<file path="config.mk">
export PLATFORM = sky130hd
export DESIGN_NAME = ffu_fsr
export DESIGN_NICKNAME = d
export VERILOG_FILES = /design/src/logic/ffu_pkg.sv /design/src/logic/ffu_fsr.sv
export VERILOG_INCLUDE_DIRS = /design/src /design/src/logic
export SDC_FILE = /design/constraint.sdc
export NUM_CORES = 1
export LEC_CHECK = 0
export ABC_CLOCK_PERIOD_IN_PS = 3090
export BUFFER_PORTS_ARGS = -buffer_cell sky130_fd_sc_hd__buf_2
export CORE_ASPECT_RATIO = 1.75
export CORE_UTILIZATION = 50
export DETAILED_ROUTE_END_ITERATION = 10
export PLACE_DENSITY = 0.76
export SLEW_MARGIN = 20
export SYNTH_ARGS = -nofsm -noshare
export SYNTH_HDL_FRONTEND = slang
export SYNTH_SLANG_ARGS = --single-unit
export TNS_END_PERCENT = 20
</file>
<file path="constraint.sdc">
create_clock -name rclk -period 3.09 [get_ports rclk]
set_input_delay 0.309 -clock rclk [delete_from_list [all_inputs] [get_ports rclk]]
set_output_delay 0.309 -clock rclk [all_outputs]
set_load 0.005 [all_outputs]
</file>
<file path="src/logic/ffu_defs.svh">
/* Size macros for the FP frontend.
   Include wherever a width or a count is needed. */

`ifndef FFU_DEFS_SVH
`define FFU_DEFS_SVH

// Threads and register file
`define FFU_NUM_THREADS 4
`define FFU_TID_W       2
`define FFU_NUM_DREGS   16
`define FFU_REG_W       5

// Data widths
`define FFU_WORD_W      32
`define FFU_DWORD_W     64

// FSR and function fields
`define FFU_EXC_W       5
`define FFU_FUNC_W      4

`endif

</file>
<file path="src/logic/ffu_pkg.sv">
/* Types shared by the FP frontend modules and its testbench.
   Referenced by scoped name, e.g. ffu_pkg::ffu_inst_t. */

`include "ffu_defs.svh"

package ffu_pkg;

   typedef enum logic [2:0] {
      op_fld, op_fst, op_ldfsr, op_stfsr, op_vis, op_fpop
   } ffu_op_t;

   typedef enum logic [2:0] {
      vis_padd16, vis_padd32, vis_psub16, vis_psub32,
      vis_and, vis_or, vis_xor, vis_nor
   } ffu_vis_op_t;

   typedef struct packed {
      ffu_op_t                 op;
      logic [`FFU_TID_W-1:0]   tid;
      logic [`FFU_REG_W-1:0]   rs1;
      logic [`FFU_REG_W-1:0]   rs2;
      logic [`FFU_REG_W-1:0]   rd;          // Also the store source
      logic                    single;
      logic [`FFU_FUNC_W-1:0]  func;
   } ffu_inst_t;

   typedef struct packed {
      logic [1:0]                 wen;      // [1] upper word, [0] lower word
      logic [`FFU_TID_W-1:0]      tid;
      logic [`FFU_REG_W-2:0]      addr;
      logic [`FFU_DWORD_W-1:0]    data;
   } ffu_wr_t;

   typedef struct packed {
      logic [1:0]               rd;         // Rounding direction
      logic [1:0]               rsvd_29_28;
      logic [`FFU_EXC_W-1:0]    tem;
      logic [10:0]              rsvd_22_12;
      logic [1:0]               fcc0;
      logic [`FFU_EXC_W-1:0]    aexc;
      logic [`FFU_EXC_W-1:0]    cexc;
   } ffu_fsr_t;

   typedef struct packed {
      logic [`FFU_TID_W-1:0]      tid;
      logic [`FFU_FUNC_W-1:0]     func;
      logic [`FFU_DWORD_W-1:0]    rs1;
      logic [`FFU_DWORD_W-1:0]    rs2;
   } ffu_fpop_req_t;

   typedef struct packed {
      logic [`FFU_TID_W-1:0]      tid;
      logic [`FFU_DWORD_W-1:0]    data;
      logic                       fcmp;     // Compare result, only fcc valid
      logic [1:0]                 fcc;
      logic [`FFU_EXC_W-1:0]      exc;
   } ffu_cpx_t;

endpackage

</file>
<file path="src/logic/ffu_fsr.sv">
/* The four per-thread FSRs.
   Updated at the clock edge from the control strobes, read combinationally. */

`timescale 1ns/10ps
`include "ffu_defs.svh"

module ffu_fsr (
   input  logic                         rclk,
   input  logic                         rst,
   input  logic [`FFU_TID_W-1:0]        fsr_tid,
   input  logic                         fsr_ld_vld,
   input  ffu_pkg::ffu_fsr_t            fsr_ld_value,
   input  logic                         fsr_exc_vld,
   input  logic [`FFU_EXC_W-1:0]        fsr_exc,
   input  logic                         fsr_fcc_vld,
   input  logic [1:0]                   fsr_fcc,
   output ffu_pkg::ffu_fsr_t            fsr_rd
);

   ffu_pkg::ffu_fsr_t fsr_q [`FFU_NUM_THREADS];

   always_ff @(posedge rclk) begin
      if (rst) begin
         for (int t = 0; t < `FFU_NUM_THREADS; t++) begin
            fsr_q[t] <= '0;
         end
      end else if (fsr_ld_vld) begin
         fsr_q[fsr_tid] <= fsr_ld_value;        // Whole-register replace
      end else begin
         if (fsr_exc_vld) begin
            fsr_q[fsr_tid].cexc <= fsr_exc;
            fsr_q[fsr_tid].aexc <= fsr_q[fsr_tid].aexc | fsr_exc;   // Sticky
         end
         if (fsr_fcc_vld) begin
            fsr_q[fsr_tid].fcc0 <= fsr_fcc;
         end
      end
   end

   assign fsr_rd = fsr_q[fsr_tid];

   // Control never loads an FSR while an FPU return updates it
   a_no_ld_upd: assert property (@(posedge rclk) disable iff (rst)
      fsr_ld_vld |-> !(fsr_exc_vld || fsr_fcc_vld))
      else $error("FSR load coincides with an exception or fcc update");

endmodule

</file>
Yosys cells after proc, flatten, opt, wreduce, memory -nomap -nowiden --
Memories as Yosys holds them, arrays and structs flattened. Cells that the tools add are included.
Storage, ports and cells: register bits 0, RAM bits 128, input bits 46, output and inout port bits 32, logic and storage cells 25, memories kept 1
Memories:
- fsr_q | words 4, width 32, rd ports 1, clocked after Yosys merged registers in 0, wr ports 4, line ffu_fsr.sv:20 | ffu_pkg::ffu_fsr_t fsr_q [`FFU_NUM_THREADS];
Operators by class: multiplexer cells 19, bitwise operators 4, reduce and logical (&&, ||, !) cells 1
Operators with widths (count):
- $mux W32 | 1
- $reduce_or A32 Y1 | 1
- $mux W1 | 13
- $mux W5 | 2
- $or A5 B5 Y5 | 1
- $mux W2 | 2
- $mux W4 | 1
- $or A1 B1 Y1 | 3

Longest topological paths before layout --
Gate-level depths: netlist of run 1.
word-level depth 7, depth in mapped cells 5, mapped depth without buffers 3

Least setup slack after synthesis of run 1 --
Ideal clock, no wire load.
kind input to register, from input fsr_ld_vld, to memory fsr_q[0][12] (netlist name) (enable), setup time 0.428 ns, arrival time 2.407 ns, required time 2.662 ns, path slack 0.254 ns, stages 4, buffers on the path 2, cell sequence buf_2 buf_1 inv_1 o31ai_1
RTL lines:
- start: declaration | line ffu_fsr.sv:11 | input logic fsr_ld_vld,
- end: declaration | line ffu_fsr.sv:20

==> results.py, run 1 <==
metrics = {
    "timing": {
        "fmaxAchievable_ghz": 0.452,
        "finalSetupTns_ns": 0,
        "slew_headroom_pct": 56.0,
        "setup_violations": 0,
        "post-route-period-util_pct": 71.6,
        "finalHoldViolCount": 0,
        "finalWorstPathRequiredPeriod_ns": 2.21,
        "final.setup_skew_ns": 0.00564,
        "max_slew.worst_pin.slew_ns": 0.660,
        "maxSlewViolCount": 0,
        "rsz_0062_raised_after_global_routing": "no",
    },
    "logic_synthesis": {
        "synth_mux_area_share_pct": 12.3,
        "combinational_family_with_the_most_area_after_synthesis": "simple AND/OR/NAND/NOR gates",
        "avgSynthCellArea_um2": 15.5,
        "post_synth_and_or_nand_nor_area_fraction_pct": 14.0,
        "syn_area_um2": 5840,
        "area_share_of_xor_xnor_cells_in_the_synthesized_design_pct": 0,
        "synth_fa_ha_area_share_pct": 0,
        "yosysWarnings": 0,
        "synthDistinctLibCells": 29,
        "synthesized_area_fraction_occupied_by_ao_oa_aoi_and_oai_cells_pct": 5.44,
        "sequential_element_share_of_the_synthesized_area_pct": 65.9,
        "count_of_state_elements_after_synthesis": 128,
        "synthCells": 376,
        "postSynthNetCount": 422,
    },
    "route": {
        "final_antenna_net_count": 0,
        "remaining_drc_errors": 0,
        "first_iter_violations": 192,
        "drt-pass1-iter-count": 4,
        "totalWireLength_mm": 12.7,
        "routed-via-count": 3523,
        "wire_per_inst_um": 21.0,
        "post_drt_via_cell_ratio": 5.84,
    },
    "critical_path": {
        "critical_path_peak_fanout": 22,
        "cp_endpoint_kind": "primary output",
        "crit_path_start_kind": "input port",
        "crit_required_ns": 2.78,
        "critical_path_class": "input port to primary output",
        "critical_path_arrival_ns": 1.90,
    },
    "clocking": {
        "clk_transition_reported_paths_ns": 0.06,
        "cts.repair_timing.setup_buffer_count": 0,
        "tritoncts": "done",
        "clock_tree_buf_depth": 2,
        "cts_hold_buffers": 0,
        "cts_resized": 0,
        "cts_htree_levels": 4,
        "cts.sinks": 128,
        "cts-buffers-inserted": 17,
        "clock_tree.root_cell": "sky130_fd_sc_hd__clkbuf_16",
        "clk-insertion-delay-late_ns": 0.41,
    },
    "die": {
        "num_io_pins": 78,
        "floorplan.die.height_um": 145,
        "floorplan.initialDensity_pct": 52.0,
        "dieArea_um2": 12100,
        "rows": 51,
        "floorplan.die.width_um": 83.7,
        "fp.coreArea_um2": 11200,
    },
    "place": {
        "placed_wire_length_estimate_after_detailed_placement_mm": 8.17,
        "routabilityCongestion": 0.743,
        "io_buffer_count": 77,
    },
    "grt": {
        "grt_first_pass_wirelength_mm": 19.6,
        "grt_util_all_layers_pct": 22.0,
        "first_global_vias": 3854,
        "grt_start_max_net_pins": 38,
        "grt_antenna_before_repair": 0,
        "grt_remaining_overflow": 0,
    },
    "cells_and_area": {
        "filler_cell_count": 844,
        "largest-register": "fsr_q",
        "area_growth_pct": 19.5,
        "n_antenna_cell": 0,
        "top_flop_regs": "fsr_q x128",
        "nets": 505,
        "largest_register_ff_count": 128,
        "drive_above_1_share_pct": 35.7,
    },
    "pwr": {
        "power.switching_fraction_pct": 22.8,
        "fin_total_pwr_mw": 4.45,
        "static-leakage-power_nw": 2.56,
        "power.share.sequential_pct": 47.1,
        "irDropWorstVdd_uv": 542,
        "net_switching_power_figure_mw": 1.01,
        "power.internal_mw": 3.44,
        "p_per_area_nw_per_um2": 638,
        "power.clock.fraction_pct": 43.9,
        "comb_power_share_pct": 9.0,
    },
    "run": {
        "maxCapViolCount": 0,
    },
    "status": {
        "run_status": "completed",
    },
    "worst_hold_path": {
        "worst_hold_path_type": "input port to flop",
    },
}
==> per-stage QoR <==
| step | util [%] | hold slack [ns] | instance area [µm²] | worst slack [ns] | instances |
|---|---|---|---|---|---|
| after floorplan | - | 0.507 | 5840 | 0.254 | 376 |
| after global placement | 56.9 | 0.612 | 6390 | 0.743 | 572 |
| after detailed placement | 56.9 | 0.622 | 6390 | 0.685 | 572 |
| after CTS | 62.1 | 0.191 | 6970 | 0.819 | 603 |
| after global routing | 62.1 | 0.197 | 6970 | 0.727 | 603 |
| final | 62.1 | 0.199 | 6970 | 0.878 | 603 |
==> worst max-delay path, stage by stage <==
cell and delay (ns):
sky130_fd_sc_hd__buf_2 0.50, sky130_fd_sc_hd__buf_4 0.39, sky130_fd_sc_hd__mux4_2 0.55, sky130_fd_sc_hd__buf_2 0.14
==> routing by layer <==
layer	up-vias	wire, µm	global-route usage (%)
met2	139	7310	40.4
met1	1769	4450	23.9
li1	1603	-	-
met3	12	812	5.52
met5	-	0	0
met4	0	114	8.81
==> cells in the final DEF, fill, tap and decap left out, drive strengths merged <==
cell / n
and2: 80
a21oi: 7
o21ai: 14
o31ai: 2
mux4: 32
clkbuf: 17
nor3b: 1
a211oi: 15
nand3b: 2
buf: 91
or4b: 5
edfxtp: 128
a21o: 2
nor2b: 3
o22ai: 5
bufinv: 2
or3: 2
clkinvlp: 3
or4: 1
nand2: 11
nor2: 29
or2: 1
inv: 7
nand2b: 3
clkinv: 4
nor3: 4
==> power groups by stage <==
stage / sequential (mW) / clock, mW / combinational (mW)
6_report: 2.09 / 1.95 / 0.399
5_1_grt: 2.11 / 2.04 / 0.432
4_1_cts: 2.10 / 1.97 / 0.407
3_5_place_dp: 2.13 / 0 / 0.403
3_3_place_gp: 2.12 / 0 / 0.396
2_1_floorplan: 2.11 / 0 / 0.239
==> Yosys cell counts (all sizes together) <==
cell	instances	share of area (%)
or2	1	0.11
a211oi	15	2.3
inv	2	0.13
nand2	11	0.71
buf	14	1.4
nor2	29	1.9
clkbuf	13	0.84
or4b	5	0.86
nor3b	1	0.21
nor2b	3	0.32
a21oi	7	0.60
edfxtp	128	66
o31ai	2	0.26
or3	2	0.21
or4	1	0.19
nand2b	3	0.32
mux4	32	12
and2	80	8.6
a21o	2	0.26
o21ai	14	1.2
nand3b	2	0.26
nor3	4	0.34
o22ai	5	0.86
==> worst paths after layout <==
kind	slack [ns]	endpoint	start	depth (start not counted)
worst min register to register	0.87	fsr_q[3][8]$_DFFE_PP_	fsr_q[2][8]$_SDFFCE_PN0P_	3
worst max-delay path	0.88	fsr_rd[31]	fsr_tid[0]	4
worst max register to register	1.58	fsr_q[0][5]$_SDFFCE_PN0P_	fsr_q[2][5]$_SDFFCE_PN0P_	3
worst min-delay path	0.20	fsr_q[1][21]$_SDFFCE_PN0P_	fsr_ld_value[21]	2
==> cell families (layout without fill, tap and decap cells) <==
logic type / after synthesis / count (layout)
buffers and inverters: 29 / 124
multiplexers: 32 / 32
AO/OA/AOI/OAI: 45 / 45
AND/OR/NAND/NOR: 142 / 142
flip-flops: 128 / 128
==> area by class of cell <==
type                            count  area [µm²]  area share [%]
Inverter                            2        7.51           0.108
Multi-Input combinational cell    219        1880            27.0
Tap cell                          132         165            2.37
Timing Repair Buffer               91         490            7.03
Clock buffer                       17         425            6.10
Clock inverter                     14         158            2.26
Sequential cell                   128        3840            55.1
(Power assumes the default switching activity.)
==> run 2, diff against run 1 <==
--- a/config.mk
+++ b/config.mk
@@ -6,12 +6,13 @@
 export SDC_FILE = /design/constraint.sdc
 export NUM_CORES = 1
 export LEC_CHECK = 0
-export ABC_CLOCK_PERIOD_IN_PS = 3090
+export ABC_AREA = 1
+export ABC_CLOCK_PERIOD_IN_PS = 2000
 export BUFFER_PORTS_ARGS = -buffer_cell sky130_fd_sc_hd__buf_2
 export CORE_ASPECT_RATIO = 1.75
 export CORE_UTILIZATION = 50
 export DETAILED_ROUTE_END_ITERATION = 10
-export PLACE_DENSITY = 0.76
+export PLACE_DENSITY = 0.78
 export SLEW_MARGIN = 20
 export SYNTH_ARGS = -nofsm -noshare
 export SYNTH_HDL_FRONTEND = slang
==> constraint.sdc (replaced) <==
create_clock -name rclk -period 2 [get_ports rclk]
set_input_delay 0.2 -clock rclk [delete_from_list [all_inputs] [get_ports rclk]]
set_output_delay 0.2 -clock rclk [all_outputs]
set_load 0.005 [all_outputs]
==> results.py, run 2 <==
metrics = {
    "cells_and_area": {
        "nets": 711,
        "layout_common_cells": "128 x sky130_fd_sc_hd__edfxtp_1, 101 x sky130_fd_sc_hd__nor2_1, 77 x sky130_fd_sc_hd__buf_2, 70 x sky130_fd_sc_hd__nand2_1, 60 x sky130_fd_sc_hd__nor3_1",
        "drive_above_1_share_pct": 20.4,
        "top_flop_regs": "fsr_q x128",
        "layout.cells.most_common": "sky130_fd_sc_hd__edfxtp_1",
        "largest-register": "fsr_q",
        "final_cell_count_no_fill": 812,
        "largest_register_ff_count": 128,
        "design_area_um2": 7000,
        "area_growth_pct": 17.0,
        "n_antenna_cell": 0,
        "filler_cell_count": 931,
    },
    "critical_path": {
        "critical_path_arrival_ns": 1.54,
        "reg2regPathDepth": 6,
        "critical_path_peak_fanout": 19,
        "cp_endpoint_kind": "primary output",
        "reg_to_reg_endpoint": "fsr_q[0][6]$_SDFFCE_PN0P_",
        "worst-r2r-setup-slack_ns": 0.78,
        "crit_required_ns": 1.80,
        "crit-reg2reg-launch": "fsr_q[0][6]$_SDFFCE_PN0P_",
        "critical_path_class": "input port to primary output",
        "crit_path_start_kind": "input port",
    },
    "worst_hold_path": {
        "worst_hold_path_type": "input port to flop",
        "hold_depth": 3,
        "hold_end": "fsr_q[3][26]$_DFFE_PP_",
        "hold_path_startpoint": "fsr_ld_value[26]",
    },
    "clocking": {
        "clk_transition_reported_paths_ns": 0.05,
        "clock_tree.root_cell": "sky130_fd_sc_hd__clkbuf_16",
        "clock_tree_buf_depth": 2,
        "tritoncts": "done",
        "clk-insertion-delay-late_ns": 0.41,
        "cts_hold_buffers": 0,
        "cts-buffers-inserted": 17,
        "cts_htree_levels": 4,
        "cts.sinks": 128,
        "cts.repair_timing.setup_buffer_count": 0,
        "cts_resized": 0,
    },
    "die": {
        "floorplan.initialDensity_pct": 51.7,
        "rows": 52,
        "floorplan.die.width_um": 84.7,
        "fp.coreArea_um2": 11600,
        "floorplan.die.height_um": 147,
        "dieArea_um2": 12400,
        "num_io_pins": 78,
    },
    "pwr": {
        "irDropWorstVdd_uv": 590,
        "power.clock.fraction_pct": 39.7,
        "power.internal_mw": 4.98,
        "net_switching_power_figure_mw": 1.58,
        "power.switching_fraction_pct": 24.1,
        "power.share.sequential_pct": 49.7,
        "static-leakage-power_nw": 2.83,
        "comb_power_share_pct": 10.6,
        "p_per_area_nw_per_um2": 938,
    },
    "logic_synthesis": {
        "postSynthNetCount": 639,
        "netlist_top_cells_count": "128 x sky130_fd_sc_hd__edfxtp_1, 101 x sky130_fd_sc_hd__nor2_1, 70 x sky130_fd_sc_hd__nand2_1",
        "synth_top_area_share_pct": 64.2,
        "synthDistinctLibCells": 22,
        "yosysWarnings": 0,
        "synthCells": 593,
        "synth-main-ff-cell": "sky130_fd_sc_hd__edfxtp_1",
        "avgSynthCellArea_um2": 10.1,
        "count_of_state_elements_after_synthesis": 128,
        "syn_area_um2": 5990,
        "synth_area_leader_cell": "sky130_fd_sc_hd__edfxtp_1",
        "synth.top_cells.by_area": "sky130_fd_sc_hd__edfxtp_1 64%, sky130_fd_sc_hd__nor2_1 6.3%, sky130_fd_sc_hd__nor3_1 5.0%",
        "synth_enable_flop_cells": 128,
        "sequential_element_share_of_the_synthesized_area_pct": 64.2,
        "yosysMostFrequentCell": "sky130_fd_sc_hd__edfxtp_1",
        "proportion_of_synthesized_flip_flops_having_asynchronous_set_or_reset_pct": 0,
    },
    "timing": {
        "finalWorstPathRequiredPeriod_ns": 1.74,
        "setup_violations": 0,
        "maxSlewViolCount": 0,
        "rsz_0062_raised_after_global_routing": "no",
        "finalHoldViolCount": 0,
        "finalSetupTns_ns": 0,
        "max_slew.worst_pin.slew_ns": 0.508,
        "fmaxAchievable_ghz": 0.575,
        "slew_headroom_pct": 66.1,
        "post-route-period-util_pct": 86.9,
        "final.hold.worst_slack_ns": 0.181,
        "final.setup_skew_ns": 0.00503,
    },
    "route": {
        "drt-pass1-iter-count": 7,
        "first_iter_violations": 354,
        "routed-via-count": 4570,
        "remaining_drc_errors": 0,
        "totalWireLength_mm": 13.9,
        "wire_per_inst_um": 17.1,
        "post_drt_via_cell_ratio": 5.63,
        "final_antenna_net_count": 0,
    },
    "grt": {
        "grt_remaining_overflow": 0,
        "grt_first_pass_wirelength_mm": 22.5,
        "first_global_vias": 4657,
        "grt_start_max_net_pins": 51,
        "grt_util_all_layers_pct": 24.0,
        "grt_antenna_before_repair": 0,
    },
    "place": {
        "io_buffer_count": 77,
        "placedInstanceArea_um2": 6500,
        "routabilityCongestion": 0.825,
        "placed_wire_length_estimate_after_detailed_placement_mm": 9.20,
        "place_inst": 781,
    },
    "status": {
        "run_status": "completed",
    },
    "run": {
        "maxCapViolCount": 0,
    },
}
## run 2: final cells by class
type / count / area (µm²) / area share [%]
flip-flops and latches: 128 / 3840 / 54.9
multi-input cells: 370 / 1730 / 24.7
repair buffers: 99 / 576 / 8.22
clock buffers: 18 / 429 / 6.13
inverters: 49 / 184 / 2.63
well taps: 135 / 169 / 2.41
clock inverters: 13 / 73.8 / 1.05
## run 2: cells by family (layout without fill, tap and decap cells)
group                  after synthesis  after routing  synth area share [%]
AND/OR/NAND/NOR                    279            279                  20.6
flip-flops                         128            128                  64.2
buffers and inverters               95            179                  7.00
AO/OA/AOI/OAI                       91             91                  8.17
## run 2: metrics by stage
| step | worst slack [ns] | power (mW) | util (%) |
|---|---|---|---|
| after CTS | 0.233 | 6.58 | 60.5 |
| final | 0.262 | 6.57 | 60.5 |
| after global routing | 0.177 | 6.77 | 60.5 |
| after floorplan | -0.517 | 3.73 | - |
| after global placement | 0.213 | 3.98 | 56.1 |
| after detailed placement | 0.148 | 4.02 | 56.1 |
## run 2: power by group through the flow
| stage | clock network (mW) | logic (mW) | registers [mW] |
|---|---|---|---|
| final | 2.61 | 0.697 | 3.26 |
| after global routing | 2.71 | 0.774 | 3.28 |
| after CTS | 2.61 | 0.702 | 3.27 |
| after detailed placement | 0 | 0.699 | 3.32 |
| after global placement | 0 | 0.677 | 3.30 |
| after floorplan | 0 | 0.429 | 3.30 |
## run 2: how the worst max path moves through the flow
stage | endpoint | slack, ns | start
after floorplan | fsr_q[2][12]$_SDFFCE_PN0P_ | -0.52 | fsr_exc_vld
after global placement | fsr_q[0][6]$_SDFFCE_PN0P_ | 0.21 | fsr_tid[1]
after detailed placement | fsr_q[2][3]$_SDFFCE_PN0P_ | 0.15 | fsr_ld_vld
after CTS | fsr_rd[25] | 0.23 | fsr_tid[1]
after global routing | fsr_rd[25] | 0.18 | fsr_tid[1]
final | fsr_rd[25] | 0.26 | fsr_tid[1]
## run 2: layer usage
metal / wire (µm) / share of wire (%) / track usage [%] / vias to the layer above
met2: 7900 / 57 / 45.4 / 166
li1: - / - / - / 2204
met1: 4930 / 35 / 24.7 / 2170
met3: 695 / 5.0 / 4.10 / 30
met4: 376 / 2.7 / 12.5 / 0
met5: 0 / 0 / 0 / -
## run 2: worst max-delay path: stages
cell	delay (ns)
sky130_fd_sc_hd__buf_2	0.10
sky130_fd_sc_hd__inv_1	0.37
sky130_fd_sc_hd__buf_4	0.33
sky130_fd_sc_hd__o21ai_0	0.14
sky130_fd_sc_hd__o22ai_1	0.22
sky130_fd_sc_hd__buf_2	0.17
